===== config.mk =====
export PLATFORM = sky130hd
export DESIGN_NAME = priv_block
export DESIGN_NICKNAME = d
export VERILOG_FILES = /design/src/hw/priv_csr_pkg.sv /design/src/hw/priv_pipe_pkg.sv /design/src/hw/priv_block.sv /design/src/hw/priv_pipeline_control.sv /design/src/hw/priv_control.sv /design/src/hw/priv_csr_rfile.sv
export SDC_FILE = /design/constraint.sdc
export NUM_CORES = 1
export LEC_CHECK = 0
export BUFFER_PORTS_ARGS = -buffer_cell sky130_fd_sc_hd__buf_4
export CORE_MARGIN = 3
export CORE_UTILIZATION = 55
export CTS_BUF_LIST = sky130_fd_sc_hd__clkbuf_8
export CTS_CLUSTER_DIAMETER = 120
export DETAILED_ROUTE_END_ITERATION = 10
export GPL_TIMING_DRIVEN = 0
export PLACE_DENSITY_LB_ADDON = 0.15
export SLEW_MARGIN = 20
export SYNTH_ARGS = -nofsm -noshare
export SYNTH_HDL_FRONTEND = slang
export SYNTH_SLANG_ARGS = --single-unit

===== constraint.sdc =====
create_clock -name CLK -period 3.5 [get_ports CLK]
set_clock_uncertainty 0.05 [all_clocks]
set_input_delay 0.35 -clock CLK [delete_from_list [all_inputs] [get_ports CLK]]
set_output_delay 0.35 -clock CLK [all_outputs]
set_load 0.005 [all_outputs]

===== src/hw/priv_csr_pkg.sv =====
// Machine-mode CSR package: CSR addresses, CSR field layouts and trap cause codes.
`default_nettype none

package priv_csr_pkg;

  // Machine-mode CSR addresses, low counter words only.
  typedef enum logic [11:0] {
    CSR_MSTATUS  = 12'h300,
    CSR_MISA     = 12'h301,
    CSR_MIE      = 12'h304,
    CSR_MTVEC    = 12'h305,
    CSR_MSCRATCH = 12'h340,
    CSR_MEPC     = 12'h341,
    CSR_MCAUSE   = 12'h342,
    CSR_MTVAL    = 12'h343,
    CSR_MIP      = 12'h344,
    CSR_MCYCLE   = 12'hB00,
    CSR_MINSTRET = 12'hB02,
    CSR_MHARTID  = 12'hF14  // Read-only space, addr[11:10] == 2'b11.
  } csr_addr_t;

  // mstatus, only the machine-mode fields are live.
  typedef struct packed {
    logic [31:13] reserved_hi;
    logic [1:0]   mpp;         // Previous privilege. Always machine.
    logic [10:8]  reserved_mid;
    logic         mpie;        // Saved MIE.
    logic [6:4]   reserved_lo;
    logic         mie;         // Global machine interrupt enable.
    logic [2:0]   reserved_bot;
  } mstatus_t;

  typedef enum logic [1:0] {
    MTVEC_DIRECT   = 2'b00,  // All traps go to base.
    MTVEC_VECTORED = 2'b01   // Interrupts go to base + 4 * code.
  } mtvec_mode_e;

  typedef struct packed {
    logic [29:0] base;  // Word address of the handler.
    mtvec_mode_e mode;
  } mtvec_t;

  typedef struct packed {
    logic        interrupt;
    logic [30:0] code;
  } mcause_t;

  // Only the timer bit exists. Software and external bits stay zero.
  typedef struct packed {
    logic [31:8] reserved_hi;
    logic        mtie;
    logic [6:0]  reserved_lo;
  } mie_t;

  typedef struct packed {
    logic [31:8] reserved_hi;
    logic        mtip;
    logic [6:0]  reserved_lo;
  } mip_t;

  // Synchronous exception codes for mcause.
  typedef enum logic [30:0] {
    EXC_INSN_MISALIGNED  = 31'd0,
    EXC_INSN_FAULT       = 31'd1,
    EXC_ILLEGAL_INSN     = 31'd2,
    EXC_BREAKPOINT       = 31'd3,
    EXC_LOAD_MISALIGNED  = 31'd4,
    EXC_LOAD_FAULT       = 31'd5,
    EXC_STORE_MISALIGNED = 31'd6,
    EXC_STORE_FAULT      = 31'd7,
    EXC_ENV_CALL_M       = 31'd11
  } exc_code_e;

  localparam logic [30:0] INT_CODE_MTI = 31'd7;  // Machine timer interrupt.

endpackage

`default_nettype wire

===== src/hw/priv_pipe_pkg.sv =====
// Pipeline-side package: request and response bundles of the privilege unit.
`default_nettype none

package priv_pipe_pkg;

  // Exception flags raised by the commit stage.
  typedef struct packed {
    logic fault_insn;    // Instruction access fault.
    logic mal_insn;      // Misaligned fetch.
    logic illegal_insn;
    logic fault_l;       // Load access fault.
    logic mal_l;
    logic fault_s;       // Store access fault.
    logic mal_s;
    logic breakpoint;    // ebreak.
    logic env_m;         // ecall from machine mode.
  } exc_flags_t;

  // Commit-stage status for the current instruction.
  typedef struct packed {
    logic        pipe_clear;  // Pipeline drained, a redirect is safe.
    logic        ret;         // mret at commit.
    exc_flags_t  exc;
    logic [31:0] epc;         // PC of the committing instruction.
    logic [31:0] badaddr;     // Faulting address.
    logic        wb_enable;
    logic        instr;       // Valid instruction in writeback.
  } pipe_req_t;

  // CSR instruction access.
  typedef struct packed {
    logic                   swap;         // csrrw.
    logic                   set;          // csrrs.
    logic                   clr;          // csrrc.
    logic                   valid_write;
    priv_csr_pkg::csr_addr_t addr;
    logic [31:0]            wdata;
  } csr_req_t;

  // Answer back to the pipeline.
  typedef struct packed {
    logic [31:0] priv_pc;      // Redirect target.
    logic        insert_pc;    // One-cycle redirect strobe.
    logic        intr;         // Redirect came from a trap.
    logic [31:0] rdata;
    logic        invalid_csr;
  } priv_resp_t;

  // Decision from the trap controller to the CSRs and the redirect logic.
  typedef struct packed {
    logic        take_trap;
    logic        take_ret;
    logic        is_intr;
    logic [30:0] cause_code;
    logic        tval_sel;    // High loads badaddr into mtval, low loads zero.
  } trap_req_t;

endpackage

`default_nettype wire


===== src/hw/priv_block.sv =====
// Machine-mode privilege unit top level: CSR file, trap controller and redirect logic.
`timescale 1ns/1ps
`default_nettype none

module priv_block #(
  parameter logic [31:0] RESET_MTVEC = 32'h0000_0100,
  parameter logic [31:0] HART_ID     = 32'd0
) (
  input  logic                       CLK,
  input  logic                       arst_n,
  input  priv_pipe_pkg::pipe_req_t   pipe_req,
  input  priv_pipe_pkg::csr_req_t    csr_req,
  input  logic                       timer_int,
  output priv_pipe_pkg::priv_resp_t  priv_resp
);

  priv_pipe_pkg::trap_req_t trap;     // Trap or return decision.
  priv_csr_pkg::mstatus_t   mstatus;
  priv_csr_pkg::mie_t       mie;
  priv_csr_pkg::mip_t       mip;
  priv_csr_pkg::mtvec_t     mtvec;
  logic [31:0]              mepc;

  priv_csr_rfile #(
    .RESET_MTVEC (RESET_MTVEC),
    .HART_ID     (HART_ID)
  ) csr_rfile_inst (
    .CLK         (CLK),
    .arst_n      (arst_n),
    .csr_req     (csr_req),
    .pipe_req    (pipe_req),
    .trap        (trap),
    .timer_int   (timer_int),
    .rdata       (priv_resp.rdata),
    .invalid_csr (priv_resp.invalid_csr),
    .mstatus     (mstatus),
    .mie         (mie),
    .mip         (mip),
    .mtvec       (mtvec),
    .mepc        (mepc)
  );

  priv_control control_inst (
    .pipe_req (pipe_req),
    .mstatus  (mstatus),
    .mie      (mie),
    .mip      (mip),
    .trap     (trap)
  );

  priv_pipeline_control pipeline_control_inst (
    .CLK       (CLK),
    .arst_n    (arst_n),
    .trap      (trap),
    .mtvec     (mtvec),
    .mepc      (mepc),
    .priv_pc   (priv_resp.priv_pc),
    .insert_pc (priv_resp.insert_pc),
    .intr      (priv_resp.intr)
  );

endmodule

`default_nettype wire


===== src/hw/priv_pipeline_control.sv =====
// Redirect controller: picks the trap or mret target and strobes it to the pipeline.
`timescale 1ns/1ps
`default_nettype none

module priv_pipeline_control (
  input  logic                      CLK,
  input  logic                      arst_n,
  input  priv_pipe_pkg::trap_req_t  trap,
  input  priv_csr_pkg::mtvec_t      mtvec,
  input  logic [31:0]               mepc,
  output logic [31:0]               priv_pc,
  output logic                      insert_pc,
  output logic                      intr
);

  logic [29:0] vec_base;  // Word address of the vectored entry.
  logic [31:0] target;

  assign vec_base = mtvec.base + trap.cause_code[29:0];

  always_comb begin
    if (trap.take_ret) begin
      target = mepc;  // Value before this edge.
    end else if (trap.is_intr && mtvec.mode == priv_csr_pkg::MTVEC_VECTORED) begin
      target = {vec_base, 2'b00};
    end else begin
      target = {mtvec.base, 2'b00};  // Exceptions always go to base.
    end
  end

  always_ff @(posedge CLK or negedge arst_n) begin
    if (!arst_n) begin
      priv_pc   <= '0;
      insert_pc <= 1'b0;
      intr      <= 1'b0;
    end else begin
      insert_pc <= trap.take_trap || trap.take_ret;  // One-cycle strobe.
      intr      <= trap.take_trap;
      if (trap.take_trap || trap.take_ret) priv_pc <= target;
    end
  end

  // mtvec and mepc keep their low bits clear.
  a_target_aligned: assert property (@(posedge CLK) disable iff (!arst_n)
    insert_pc |-> (priv_pc[1:0] == 2'b00));

endmodule

`default_nettype wire


===== src/hw/priv_control.sv =====
// Trap controller that resolves interrupt and exception priority, encodes the cause and gates returns.
`timescale 1ns/1ps
`default_nettype none

module priv_control (
  input  priv_pipe_pkg::pipe_req_t  pipe_req,
  input  priv_csr_pkg::mstatus_t    mstatus,
  input  priv_csr_pkg::mie_t        mie,
  input  priv_csr_pkg::mip_t        mip,
  output priv_pipe_pkg::trap_req_t  trap
);

  localparam logic [30:0] INT_CODE_MSI = 31'd3;   // Machine software interrupt.
  localparam logic [30:0] INT_CODE_MEI = 31'd11;  // Machine external interrupt.

  logic soft_pend;  // No software interrupt source.
  logic ext_pend;   // No interrupt controller.
  logic timer_pend;
  logic int_pend;
  logic exc_any;
  priv_pipe_pkg::exc_flags_t exc;

  assign soft_pend  = 1'b0;
  assign ext_pend   = 1'b0;
  assign timer_pend = mstatus.mie && mie.mtie && mip.mtip;
  assign int_pend   = mstatus.mie && (ext_pend || soft_pend) || timer_pend;
  assign exc        = pipe_req.exc;
  assign exc_any    = |exc;

  always_comb begin
    trap            = '0;
    trap.take_trap  = pipe_req.pipe_clear && (int_pend || exc_any);
    trap.take_ret   = pipe_req.pipe_clear && pipe_req.ret && !trap.take_trap;
    trap.is_intr    = int_pend;  // Interrupts beat every exception.

    if (int_pend) begin
      if (ext_pend) trap.cause_code = INT_CODE_MEI;
      else if (soft_pend) trap.cause_code = INT_CODE_MSI;
      else trap.cause_code = priv_csr_pkg::INT_CODE_MTI;
    end else if (exc.breakpoint) begin
      trap.cause_code = priv_csr_pkg::EXC_BREAKPOINT;
    end else if (exc.fault_insn) begin
      trap.cause_code = priv_csr_pkg::EXC_INSN_FAULT;
      trap.tval_sel   = 1'b1;
    end else if (exc.mal_insn) begin
      trap.cause_code = priv_csr_pkg::EXC_INSN_MISALIGNED;
      trap.tval_sel   = 1'b1;
    end else if (exc.illegal_insn) begin
      trap.cause_code = priv_csr_pkg::EXC_ILLEGAL_INSN;
    end else if (exc.env_m) begin
      trap.cause_code = priv_csr_pkg::EXC_ENV_CALL_M;
    end else if (exc.mal_s) begin
      trap.cause_code = priv_csr_pkg::EXC_STORE_MISALIGNED;
      trap.tval_sel   = 1'b1;
    end else if (exc.fault_s) begin
      trap.cause_code = priv_csr_pkg::EXC_STORE_FAULT;
      trap.tval_sel   = 1'b1;
    end else if (exc.mal_l) begin
      trap.cause_code = priv_csr_pkg::EXC_LOAD_MISALIGNED;
      trap.tval_sel   = 1'b1;
    end else if (exc.fault_l) begin
      trap.cause_code = priv_csr_pkg::EXC_LOAD_FAULT;
      trap.tval_sel   = 1'b1;
    end
  end

endmodule

`default_nettype wire


===== src/hw/priv_csr_rfile.sv =====
// Machine-mode CSR register file with access decode, trap side effects and counters.
`timescale 1ns/1ps
`default_nettype none

module priv_csr_rfile #(
  parameter logic [31:0] RESET_MTVEC = 32'h0000_0100,
  parameter logic [31:0] HART_ID     = 32'd0
) (
  input  logic                      CLK,
  input  logic                      arst_n,
  input  priv_pipe_pkg::csr_req_t   csr_req,
  input  priv_pipe_pkg::pipe_req_t  pipe_req,
  input  priv_pipe_pkg::trap_req_t  trap,
  input  logic                      timer_int,
  output logic [31:0]               rdata,
  output logic                      invalid_csr,
  output priv_csr_pkg::mstatus_t    mstatus,
  output priv_csr_pkg::mie_t        mie,
  output priv_csr_pkg::mip_t        mip,
  output priv_csr_pkg::mtvec_t      mtvec,
  output logic [31:0]               mepc
);

  localparam logic [31:0] MISA_VALUE = 32'h4000_0100;  // RV32I.

  logic                   mie_bit, mpie_bit;  // Live mstatus bits.
  logic                   mtie_bit;
  priv_csr_pkg::mtvec_t   mtvec_r;
  logic [31:0]            mepc_r;
  priv_csr_pkg::mcause_t  mcause_r;
  logic [31:0]            mtval_r;
  logic [31:0]            mscratch_r;
  logic [31:0]            mcycle_r;
  logic [31:0]            minstret_r;

  logic                   addr_known;
  logic                   read_only;
  logic                   wr_en;
  logic [31:0]            wval;        // Value after swap/set/clear.
  priv_csr_pkg::mstatus_t wval_status; // Field views of wval.
  priv_csr_pkg::mie_t     wval_mie;
  priv_csr_pkg::mtvec_t   wval_mtvec;
  logic                   retire;

  // Status words out to the trap and redirect logic.
  always_comb begin
    mstatus      = '0;
    mstatus.mpp  = 2'b11;  // Machine mode only.
    mstatus.mpie = mpie_bit;
    mstatus.mie  = mie_bit;
    mie          = '0;
    mie.mtie     = mtie_bit;
    mip          = '0;
    mip.mtip     = timer_int;  // Mirrors the timer line.
  end

  assign mtvec = mtvec_r;
  assign mepc  = mepc_r;

  // Read mux.
  always_comb begin
    rdata      = '0;
    addr_known = 1'b1;
    case (csr_req.addr)
      priv_csr_pkg::CSR_MSTATUS:  rdata = mstatus;
      priv_csr_pkg::CSR_MISA:     rdata = MISA_VALUE;
      priv_csr_pkg::CSR_MIE:      rdata = mie;
      priv_csr_pkg::CSR_MTVEC:    rdata = mtvec_r;
      priv_csr_pkg::CSR_MSCRATCH: rdata = mscratch_r;
      priv_csr_pkg::CSR_MEPC:     rdata = mepc_r;
      priv_csr_pkg::CSR_MCAUSE:   rdata = mcause_r;
      priv_csr_pkg::CSR_MTVAL:    rdata = mtval_r;
      priv_csr_pkg::CSR_MIP:      rdata = mip;
      priv_csr_pkg::CSR_MCYCLE:   rdata = mcycle_r;
      priv_csr_pkg::CSR_MINSTRET: rdata = minstret_r;
      priv_csr_pkg::CSR_MHARTID:  rdata = HART_ID;
      default:                    addr_known = 1'b0;
    endcase
  end

  assign read_only   = (csr_req.addr[11:10] == 2'b11);
  assign invalid_csr = !addr_known || (csr_req.valid_write && read_only);

  // Write modes, first hit wins.
  always_comb begin
    if (csr_req.swap) wval = csr_req.wdata;
    else if (csr_req.set) wval = rdata | csr_req.wdata;
    else if (csr_req.clr) wval = rdata & ~csr_req.wdata;
    else wval = rdata;
  end

  assign wr_en = csr_req.valid_write && addr_known && !read_only &&
                 (csr_req.swap || csr_req.set || csr_req.clr);

  assign wval_status = wval;
  assign wval_mie    = wval;
  assign wval_mtvec  = wval;
  assign retire      = pipe_req.wb_enable && pipe_req.instr;

  always_ff @(posedge CLK or negedge arst_n) begin
    if (!arst_n) begin
      mie_bit    <= 1'b0;
      mpie_bit   <= 1'b0;
      mtie_bit   <= 1'b0;
      mtvec_r    <= RESET_MTVEC;
      mepc_r     <= '0;
      mcause_r   <= '0;
      mtval_r    <= '0;
      mscratch_r <= '0;
      mcycle_r   <= '0;
      minstret_r <= '0;
    end else begin
      // Trap and return beat a CSR write to the same register.
      if (trap.take_trap) begin
        mpie_bit <= mie_bit;
        mie_bit  <= 1'b0;
      end else if (trap.take_ret) begin
        mie_bit  <= mpie_bit;
        mpie_bit <= 1'b1;
      end else if (wr_en && csr_req.addr == priv_csr_pkg::CSR_MSTATUS) begin
        mie_bit  <= wval_status.mie;
        mpie_bit <= wval_status.mpie;
      end

      if (trap.take_trap) begin
        mepc_r             <= {pipe_req.epc[31:2], 2'b00};  // IALIGN 32.
        mcause_r.interrupt <= trap.is_intr;
        mcause_r.code      <= trap.cause_code;
        mtval_r            <= trap.tval_sel ? pipe_req.badaddr : 32'd0;
      end else if (wr_en) begin
        if (csr_req.addr == priv_csr_pkg::CSR_MEPC) mepc_r <= {wval[31:2], 2'b00};
        if (csr_req.addr == priv_csr_pkg::CSR_MCAUSE) mcause_r <= wval;
        if (csr_req.addr == priv_csr_pkg::CSR_MTVAL) mtval_r <= wval;
      end

      if (wr_en && csr_req.addr == priv_csr_pkg::CSR_MIE) mtie_bit <= wval_mie.mtie;
      if (wr_en && csr_req.addr == priv_csr_pkg::CSR_MSCRATCH) mscratch_r <= wval;
      if (wr_en && csr_req.addr == priv_csr_pkg::CSR_MTVEC) begin
        mtvec_r.base <= wval_mtvec.base;
        mtvec_r.mode <= priv_csr_pkg::mtvec_mode_e'({1'b0, wval_mtvec.mode[0]});  // WARL.
      end

      // Counters. A CSR write replaces the increment.
      if (wr_en && csr_req.addr == priv_csr_pkg::CSR_MCYCLE) mcycle_r <= wval;
      else mcycle_r <= mcycle_r + 32'd1;

      if (wr_en && csr_req.addr == priv_csr_pkg::CSR_MINSTRET) minstret_r <= wval;
      else if (retire) minstret_r <= minstret_r + 32'd1;
    end
  end

  // One CSR instruction type per access.
  a_one_write_mode: assert property (@(posedge CLK) disable iff (!arst_n)
    $onehot0({csr_req.swap, csr_req.set, csr_req.clr}));

endmodule

`default_nettype wire


* Yosys cells after proc, flatten, opt, wreduce, memory -nomap -nowiden *
Index checks and enable logic that the tools add are counted.

storage, ports and cells
  register bits after elaboration = 260
  latch bits = 0
  RAM bits = 0
  memory bits (read-only) = 0
  output and inout bits = 67
  word-level logic and storage cells = 110
  memories = 0

operators by class
  $add $sub $neg = 3
  multipliers = 0
  div/mod/pow operators = 0
  magnitude comparators = 0
  eq/ne operators = 13
  shifts and indexed selects = 0
  mux-type cells = 40
  bitwise operators = 3
  reduce and logical (&&, ||, !) cells = 36

operators with widths
  kind                                             count
  2-to-1 mux 32 bit                                22
  one-hot mux 32 bit (11 select lines)             1
  2-to-1 mux 31 bit                                4
  == test 12 x 10 -> 1 bit, second input constant  9
  adder 32 x 1 -> 32 bit, second input constant    2
  == test 12 bit, second input constant            3
  bitwise AND 32 bit                               1
  inverter 32 bit                                  1
  bitwise OR 32 bit                                1
  adder 30 bit                                     1
  logical AND 1 bit                                17
  OR reduction 12 bit                              1
  2-to-1 mux 1 bit                                 11
  nonzero test 2 bit                               5
  OR reduction 9 bit                               1
  2-to-1 mux 4 bit                                 2
  AND reduction 2 bit                              3
  logical OR 1 bit                                 5
  logical NOT 1 bit                                3
  nonzero test 3 bit                               1
  == test 2 bit, second input constant             1

* Depth between registers and ports, before layout *
Gate-level depths: netlist (run 1).

  word-level depth = 13
  gate-level depth with buffers = 14

* Hierarchy *
From an unflattened synthesis (run 1), not the netlist that was laid out.

unflattened totals
  cell total of the unflattened synthesis = 1931
  area, all modules = 17053.9 µm²

by module, submodules not included
  module                 instances  cells an instance  area an instance (µm²)  sequential area each (µm²)
  priv_csr_rfile         1          1453               13337.8                 5606.6
  priv_pipeline_control  1          425                3360.7                  850.8
  priv_control           1          53                 355.3                   0.0

* Worst setup path before layout (run 1) *
No wires, ideal clock.

  path kind = input -> register
  start = in pipe_req[68] in the netlist's numbering
  end = reg pipeline_control_inst.priv_pc[19]
  arrival = 2.613 ns
  data required time = 3.317 ns
  slack = 0.703 ns
  stages = 9
  buffers on the path = 0
  path through = nor4_1 o21ai_0 ha_1 nand2_1 o21ai_0 or3b_2 nor3_1 xnor2_1 o21ai_0

on the way
  longest elaborated chain between the ends = 10
  elaborated cells on any way between the ends = 16
  those cells by class = 1 x add/sub; 9 x mux; 6 x reduce/logical

ends and longest elaborated chain
  item                  line                         text
  start, declared       priv_block.sv:11             input priv_pipe_pkg::pipe_req_t pipe_req,
  2-to-1 mux 32 bit     priv_control.sv:52           end else if (exc.mal_s) begin
  2-to-1 mux 31 bit     priv_control.sv:50           end else if (exc.env_m) begin
  2-to-1 mux 31 bit     priv_control.sv:48           end else if (exc.illegal_insn) begin
  2-to-1 mux 32 bit     priv_control.sv:45           end else if (exc.mal_insn) begin
  2-to-1 mux 32 bit     priv_control.sv:42           end else if (exc.fault_insn) begin
  2-to-1 mux 31 bit     priv_control.sv:40           end else if (exc.breakpoint) begin
  2-to-1 mux 31 bit     priv_control.sv:36           if (int_pend) begin
  adder 30 bit          priv_pipeline_control.sv:19  assign vec_base = mtvec.base + trap.cause_code[29:0];
  2-to-1 mux 32 bit     priv_pipeline_control.sv:24  end else if (trap.is_intr && mtvec.mode == priv_csr_pkg::MTVEC_VECTORED) begin
  2-to-1 mux 32 bit     priv_pipeline_control.sv:22  if (trap.take_ret) begin
  end signal, assigned  priv_pipeline_control.sv:39  if (trap.take_trap || trap.take_ret) priv_pc <= target;
  end, declared         priv_pipeline_control.sv:11  output logic [31:0] priv_pc,

Parallel ways exist; a longest one is shown, timed or not.
A chain may end at the register's enable or synchronous reset.

==> results of run 1 <==
logic make-up (layout without fill, tap and decap cells):
kind of cell	Yosys count	after routing	synth area share, %
AO/OA/AOI/OAI	577	577	23.7
adder cells (fa/ha/maj)	7	7	0.616
XOR/XNOR	87	87	4.94
multiplexers	83	83	5.55
other	1	2	0.0243
flip-flops	256	256	41.5
buffers and inverters	156	449	4.66
AND/OR/NAND/NOR	572	572	19.0
worst max-delay path by stage:
stage	startpoint	end	slack (ns)	depth (start not counted)
after global routing	csr_req[33]	priv_resp[0]	0.09	12
after floorplan	pipe_req[68]	pipeline_control_inst.priv_pc[19]$_DFFE_PN0P_	0.70	9
final	csr_req[33]	priv_resp[29]	0.04	10
after global placement	pipe_req[68]	pipeline_control_inst.priv_pc[19]$_DFFE_PN0P_	-0.55	10
after CTS	csr_rfile_inst.mtie_bit$_DFFE_PN0P_	pipeline_control_inst.priv_pc[19]$_DFFE_PN0P_	0.04	9
after detailed placement	pipe_req[68]	pipeline_control_inst.priv_pc[19]$_DFFE_PN0P_	-0.56	10
state kept, by name, summed over array words and instances (netlist names), 30 cells and up:
signal / flops
csr_rfile_inst.mcause_r: 32
csr_rfile_inst.mcycle_r: 32
csr_rfile_inst.mepc: 30
csr_rfile_inst.minstret_r: 32
csr_rfile_inst.mscratch_r: 32
csr_rfile_inst.mtval_r: 32
csr_rfile_inst.mtvec: 31
pipeline_control_inst.priv_pc: 30
worst max-delay path: cells and delay by family:
kind | cells | cell delay (ns)
buffers and inverters | 6 | 1.50
multiplexers | 1 | 0.62
AO/OA/AOI/OAI | 1 | 0.28
AND/OR/NAND/NOR | 2 | 0.28
cell type report:
cell class	count	area share, %
flip-flops and latches	256	34.5
well taps	372	2.51
multi-input cells	1328	44.9
clock buffers	58	4.30
plain buffers	128	3.31
inverters	28	0.566
repair buffers	213	9.17
clock inverters	22	0.708
where the power goes:
part	switching (W)	internal (W)	leakage, nW
clock	0.00134	0.00156	0.521
combinational	0.000654	0.000397	4.09
sequential	0.000217	0.00311	3.34
timing repair:
item,CTS,global route
hold endpoints to repair,102,0
setup endpoints to repair,1,16
resized for setup,1,4
hold buffers,22,0
placed cells by master, fill, tap and decap left out, types with 22 or more instances in the layout:
cell type / count
dfrtp_1: 255
buf_4: 204
a21oi_1: 184
nor2_1: 177
nand2_1: 124
o21ai_0: 102
a22oi_1: 67
mux2i_1: 63
nand3_1: 58
clkbuf_8: 58
clkbuf_1: 57
o22ai_1: 55
and2_1: 50
xnor2_1: 48
buf_2: 47
xor2_1: 39
inv_1: 37
nor3_1: 24
a31oi_1: 24
o22a_1: 23
and3_1: 22
o21ai_1: 22
dlygate4sd3_1: 22
stage by stage:
step	setup TNS [ns]	utilization (%)	setup slack (ns)	hold WS, ns
CTS	0	68.0	0.0424	0.0361
global placement	-17.74	63.5	-0.548	0.407
global route	0	68.1	0.0946	0.0555
detailed placement	-3.42	63.7	-0.562	0.342
finish	0	68.1	0.0384	0.0405
floorplan	0	-	0.703	0.00441
per-layer routing:
| metal | up-vias | track usage [%] | share of wire (%) |
|---|---|---|---|
| met4 | 2 | 23.4 | 6.5 |
| met5 | - | 0 | 0.022 |
| li1 | 6894 | - | - |
| met3 | 254 | 13.9 | 14 |
| met1 | 7838 | 58.0 | 36 |
| met2 | 1301 | 66.9 | 43 |
==> impl_metrics.env, run 1 <==
export IMPL_std_cell_rows=60
export IMPL_portBuffers=188
export IMPL_stdcell_count=2405
export IMPL_grt_pass1_vias=15500
export IMPL_first_pass_iters=6
export IMPL_vias=16300
export IMPL_clk_pin_slew_ns=0.07
export IMPL_yosysWarnings=0
export IMPL_synth_seq_cells=256
export IMPL_start_kind="input port"
export IMPL_fin_crit_ns=3.46
export IMPL_drv_slew=0
export IMPL_synth_top_area_share_pct=41.4
export IMPL_worstHoldEndpoint="csr_rfile_inst.mepc[18]$_DFFE_PN0P_"
export IMPL_grt_pass1_wl_um=100000
export IMPL_ys_seq_area_share_pct=41.5
export IMPL_fin_crit_sh_pct=98.9
export IMPL_synth_ff_type="dfrtp_1"
export IMPL_cts_tree="yes"
export IMPL_cts_sinks=256
export IMPL_fp_coreArea_um2=27300
export IMPL_synth_most_common_cell="dfrtp_1"
export IMPL_dieHeight_um=173
export IMPL_io_pins=195
export IMPL_end_kind="primary output"
export IMPL_hp_class="in -> reg"
export IMPL_r2r_end="pipeline_control_inst.priv_pc[19]$_DFFE_PN0P_"
export IMPL_seqCellArea_um2=6410
export IMPL_htreeDepth=2
export IMPL_post_cts_buffers=0
export IMPL_crit_type="in -> out"
export IMPL_reg2reg_from="csr_rfile_inst.mie_bit$_DFFE_PN0P_"
export IMPL_synthToLayoutAreaGrowth_pct=20.2
export IMPL_postRouteAntennaNets=0
export IMPL_routedWlPerCell_um=28.8
export IMPL_gr_total_overflow=0
export IMPL_min_path_cells=3
export IMPL_critPathMaxStageDelay_ns=0.62
export IMPL_drive_above_1_share_pct=19.6
export IMPL_cap_violations=0
export IMPL_drc=0
export IMPL_synth_area_leaders="dfrtp_1 41%, a21oi_1 6.0%, nor2_1 4.3%"
export IMPL_peakVddDrop_uv=300
export IMPL_outcome="finished clean"
export IMPL_post_dp_cell_area_um2=17400
export IMPL_fp_dieW_um=173
export IMPL_antenna_found_initial=1
export IMPL_gp_congestion=1.07
export IMPL_p_total_w=0.00728
export IMPL_max_slew_margin_pct=24.2
export IMPL_worstPathArrival_ns=3.06
export IMPL_synthTopCellsByCount="255 x dfrtp_1, 184 x a21oi_1, 177 x nor2_1"
export IMPL_worst_ep_required_time_ns=3.10
export IMPL_start_util_pct=56.6
export IMPL_syn_avg_cell_area_um2=8.87
export IMPL_hold_violations=0
export IMPL_multi_input_area_um2=8330
export IMPL_max_clock_path_buffers=3
export IMPL_rsz0062_at_grt="no"
export IMPL_dieArea_um2=30100
export IMPL_ys_types=81
export IMPL_drtIter0Drc=2405
export IMPL_min_from="pipe_req[52]"
export IMPL_fill_cells=2223
export IMPL_cp_max_fo=10
export IMPL_critPathSlowestCell="mux2i_1"
export IMPL_wl_um=69300
export IMPL_synth_edf_count=0
export IMPL_ff2ff_path_depth=9
export IMPL_power_density_nw_per_um2=392
export IMPL_p_leak_nw=7.95
export IMPL_dp_hpwl_um=53200
export IMPL_viasPerCell=6.77
export IMPL_rrSetupSlack_ns=0.17
export IMPL_synth_cells=1739
export IMPL_cts_root_buf="clkbuf_8"
export IMPL_dp_cells=2302
export IMPL_fin_area_um2=18600
export IMPL_yosysTopAreaCell="dfrtp_1"
export IMPL_syn_area_um2=15400
export IMPL_fin_nets=2136
export IMPL_setup_viol=0
export IMPL_numCtsBuffers=46
export IMPL_antenna_cells=0
export IMPL_grt_max_degree=91
export IMPL_track_usage_pct=44.6
export IMPL_crit_path_cell_trace="buf_4 > buf_4 > buf_2 > buf_2 > buf_2 > mux2i_1 > o22ai_1 > nor2_1 > nor2_1 > buf_4"
export IMPL_ys_async_sr_fraction_pct=100
export IMPL_tightest_slew_ns=1.14
export IMPL_clock_fmax_mhz=289
export IMPL_insertion_delay_ns=0.58
Note: power is estimated with default switching activity, not from simulation.
==> run 2, diff against run 1 <==
- CORE_ASPECT_RATIO: unset -> 1.2
- PLACE_DENSITY: unset -> 0.81
- PLACE_DENSITY_LB_ADDON: 0.15 -> unset
==> run 2 against run 1 <==
Register-to-register slack worse by 0.09 ns. Wire length down 0.88%. Clock power up 11%. Sequential power about the same. Worst setup slack better by 0.038 ns. Cell count up 0.12%. Critical path depth down 1. Largest cell class unchanged. Global-route usage down 0.16 points. Maximum frequency up 1.1%. Core utilization up 0.28 points. Critical path type is now reg -> reg. Largest power group unchanged. First-iteration DRC count down 5.4%.
==> impl_metrics.env, run 2 (synthesized netlist as in run 1, its figures left out) <==
export IMPL_setup_tns_ns=0
export IMPL_fill_cells=2237
export IMPL_worstSetupEndpoint="pipeline_control_inst.priv_pc[19]$_DFFE_PN0P_"
export IMPL_drtIter0Drc=2275
export IMPL_first_pass_iters=9
export IMPL_portBuffers=188
export IMPL_cts_root_buf="clkbuf_8"
export IMPL_viasPerCell=6.70
export IMPL_dieArea_um2=30100
export IMPL_crit_type="reg -> reg"
export IMPL_dieHeight_um=189
export IMPL_max_slew_margin_pct=14.6
export IMPL_start_kind="flip-flop"
export IMPL_power_density_nw_per_um2=405
export IMPL_start_util_pct=56.4
export IMPL_fp_coreArea_um2=27300
export IMPL_max_clock_path_buffers=3
export IMPL_postRouteAntennaNets=0
export IMPL_peakVddDrop_uv=325
export IMPL_antenna_cells=0
export IMPL_gr_total_overflow=0
export IMPL_setup_viol=0
export IMPL_tightest_slew_ns=1.28
export IMPL_clk_pin_slew_ns=0.07
export IMPL_io_pins=195
export IMPL_worst_ep_required_time_ns=3.89
export IMPL_ff2ff_path_depth=9
export IMPL_holdWs_ns=0.0220
export IMPL_min_path_cells=3
export IMPL_rrSetupSlack_ns=0.08
export IMPL_gp_congestion=1.06
export IMPL_dp_hpwl_um=54200
export IMPL_rsz0062_at_grt="no"
export IMPL_drc=0
export IMPL_fin_crit_sh_pct=97.8
export IMPL_drv_slew=0
export IMPL_cts_tree="yes"
export IMPL_p_leak_nw=8.01
export IMPL_htreeDepth=2
export IMPL_insertion_delay_ns=0.60
export IMPL_fp_dieW_um=159
export IMPL_numCtsBuffers=44
export IMPL_dp_cells=2305
export IMPL_cap_violations=0
export IMPL_fin_nets=2134
export IMPL_startpoint="csr_rfile_inst.mie_bit$_DFFE_PN0P_"
export IMPL_final_cell_mix="255 x dfrtp_1, 203 x buf_4, 184 x a21oi_1"
export IMPL_r2r_end="pipeline_control_inst.priv_pc[19]$_DFFE_PN0P_"
export IMPL_reg2reg_from="csr_rfile_inst.mie_bit$_DFFE_PN0P_"
export IMPL_grt_pass1_vias=15600
export IMPL_end_kind="flip-flop"
export IMPL_routedWlPerCell_um=28.5
export IMPL_outcome="finished clean"
export IMPL_wl_um=68600
export IMPL_hold_violations=0
export IMPL_clock_fmax_mhz=292
export IMPL_cts_sinks=256
export IMPL_stdcell_count=2408
export IMPL_grt_pass1_wl_um=99800
export IMPL_fin_crit_ns=3.42
export IMPL_track_usage_pct=44.4
export IMPL_fin_util_pct=68.4
export IMPL_cp_max_fo=7
export IMPL_post_cts_buffers=0
export IMPL_synthToLayoutAreaGrowth_pct=21.1
export IMPL_std_cell_rows=66
export IMPL_grt_max_degree=81
export IMPL_antenna_found_initial=1
export IMPL_worstPathArrival_ns=3.81
export IMPL_drive_above_1_share_pct=19.8
export IMPL_vias=16100
export IMPL_layout_commonest_cell="dfrtp_1"
export IMPL_hp_class="in -> reg"
## run 2: how the worst min path moves through the flow
stage / startpoint / endpoint / slack [ns]
after floorplan: arst_n / csr_rfile_inst.mcause_r[0]$_DFFE_PN0P_ / 0.004
after detailed placement: arst_n / pipeline_control_inst.priv_pc[22]$_DFFE_PN0P_ / 0.25
final: pipe_req[54] / csr_rfile_inst.mepc[20]$_DFFE_PN0P_ / 0.02
after CTS: pipe_req[54] / csr_rfile_inst.mepc[20]$_DFFE_PN0P_ / 0.01
after global placement: csr_rfile_inst.mscratch_r[23]$_DFFE_PN0P_ / csr_rfile_inst.mscratch_r[23]$_DFFE_PN0P_ / 0.40
after global routing: pipe_req[54] / csr_rfile_inst.mepc[20]$_DFFE_PN0P_ / 0.05
## run 2: worst max-delay path, stage by stage (launching register included)
cell	delay, ns
dfrtp_1	0.51
a31oi_1	0.48
and4b_1	0.35
ha_1	0.22
nand2_1	0.06
o21ai_1	0.39
or3b_2	0.55
nor3_2	0.38
xnor2_1	0.18
o21ai_0	0.09
## run 2: per-layer routing
metal | global-route usage, % | routed length, um | vias up
met5 | 0 | 13 | -
met4 | 28.5 | 5430 | 2
met3 | 9.61 | 8290 | 265
met2 | 70.1 | 30600 | 1230
met1 | 55.6 | 24300 | 7725
li1 | - | - | 6905
## run 2: final cells by class
cell class / count / area (um^2) / share of cell area, %
flip-flops and latches: 256 / 6410 / 34.3
well taps: 374 / 468 / 2.50
clock buffers: 55 / 757 / 4.05
inverters: 28 / 105 / 0.563
repair buffers: 213 / 1720 / 9.21
multi-input cells: 1328 / 8330 / 44.6
plain buffers: 128 / 614 / 3.29
clock inverters: 26 / 279 / 1.49
## run 2: metrics by stage
step | setup WS, ns | instance area, um^2 | power [W]
2_1_floorplan | 0.703 | 15400 | 0.00380
4_1_cts | 0.0722 | 18700 | 0.00750
6_report | 0.0766 | 18700 | 0.00757
3_5_place_dp | -0.560 | 17400 | 0.00434
5_1_grt | 0.00579 | 18700 | 0.00776
3_3_place_gp | -0.525 | 17300 | 0.00430
## run 2: power by group
part | leakage (nW) | internal, W | switching, W
logic | 4.12 | 0.000398 | 0.000650
clock network | 0.557 | 0.00187 | 0.00134
registers | 3.34 | 0.00311 | 0.000203
total | 8.01 | 0.00538 | 0.00220
## run 2: timing repair
action,CTS,global route
hold endpoints to repair,80,0
gates resized for setup,2,3
hold buffers,22,0
endpoints found under the setup margin,4,12
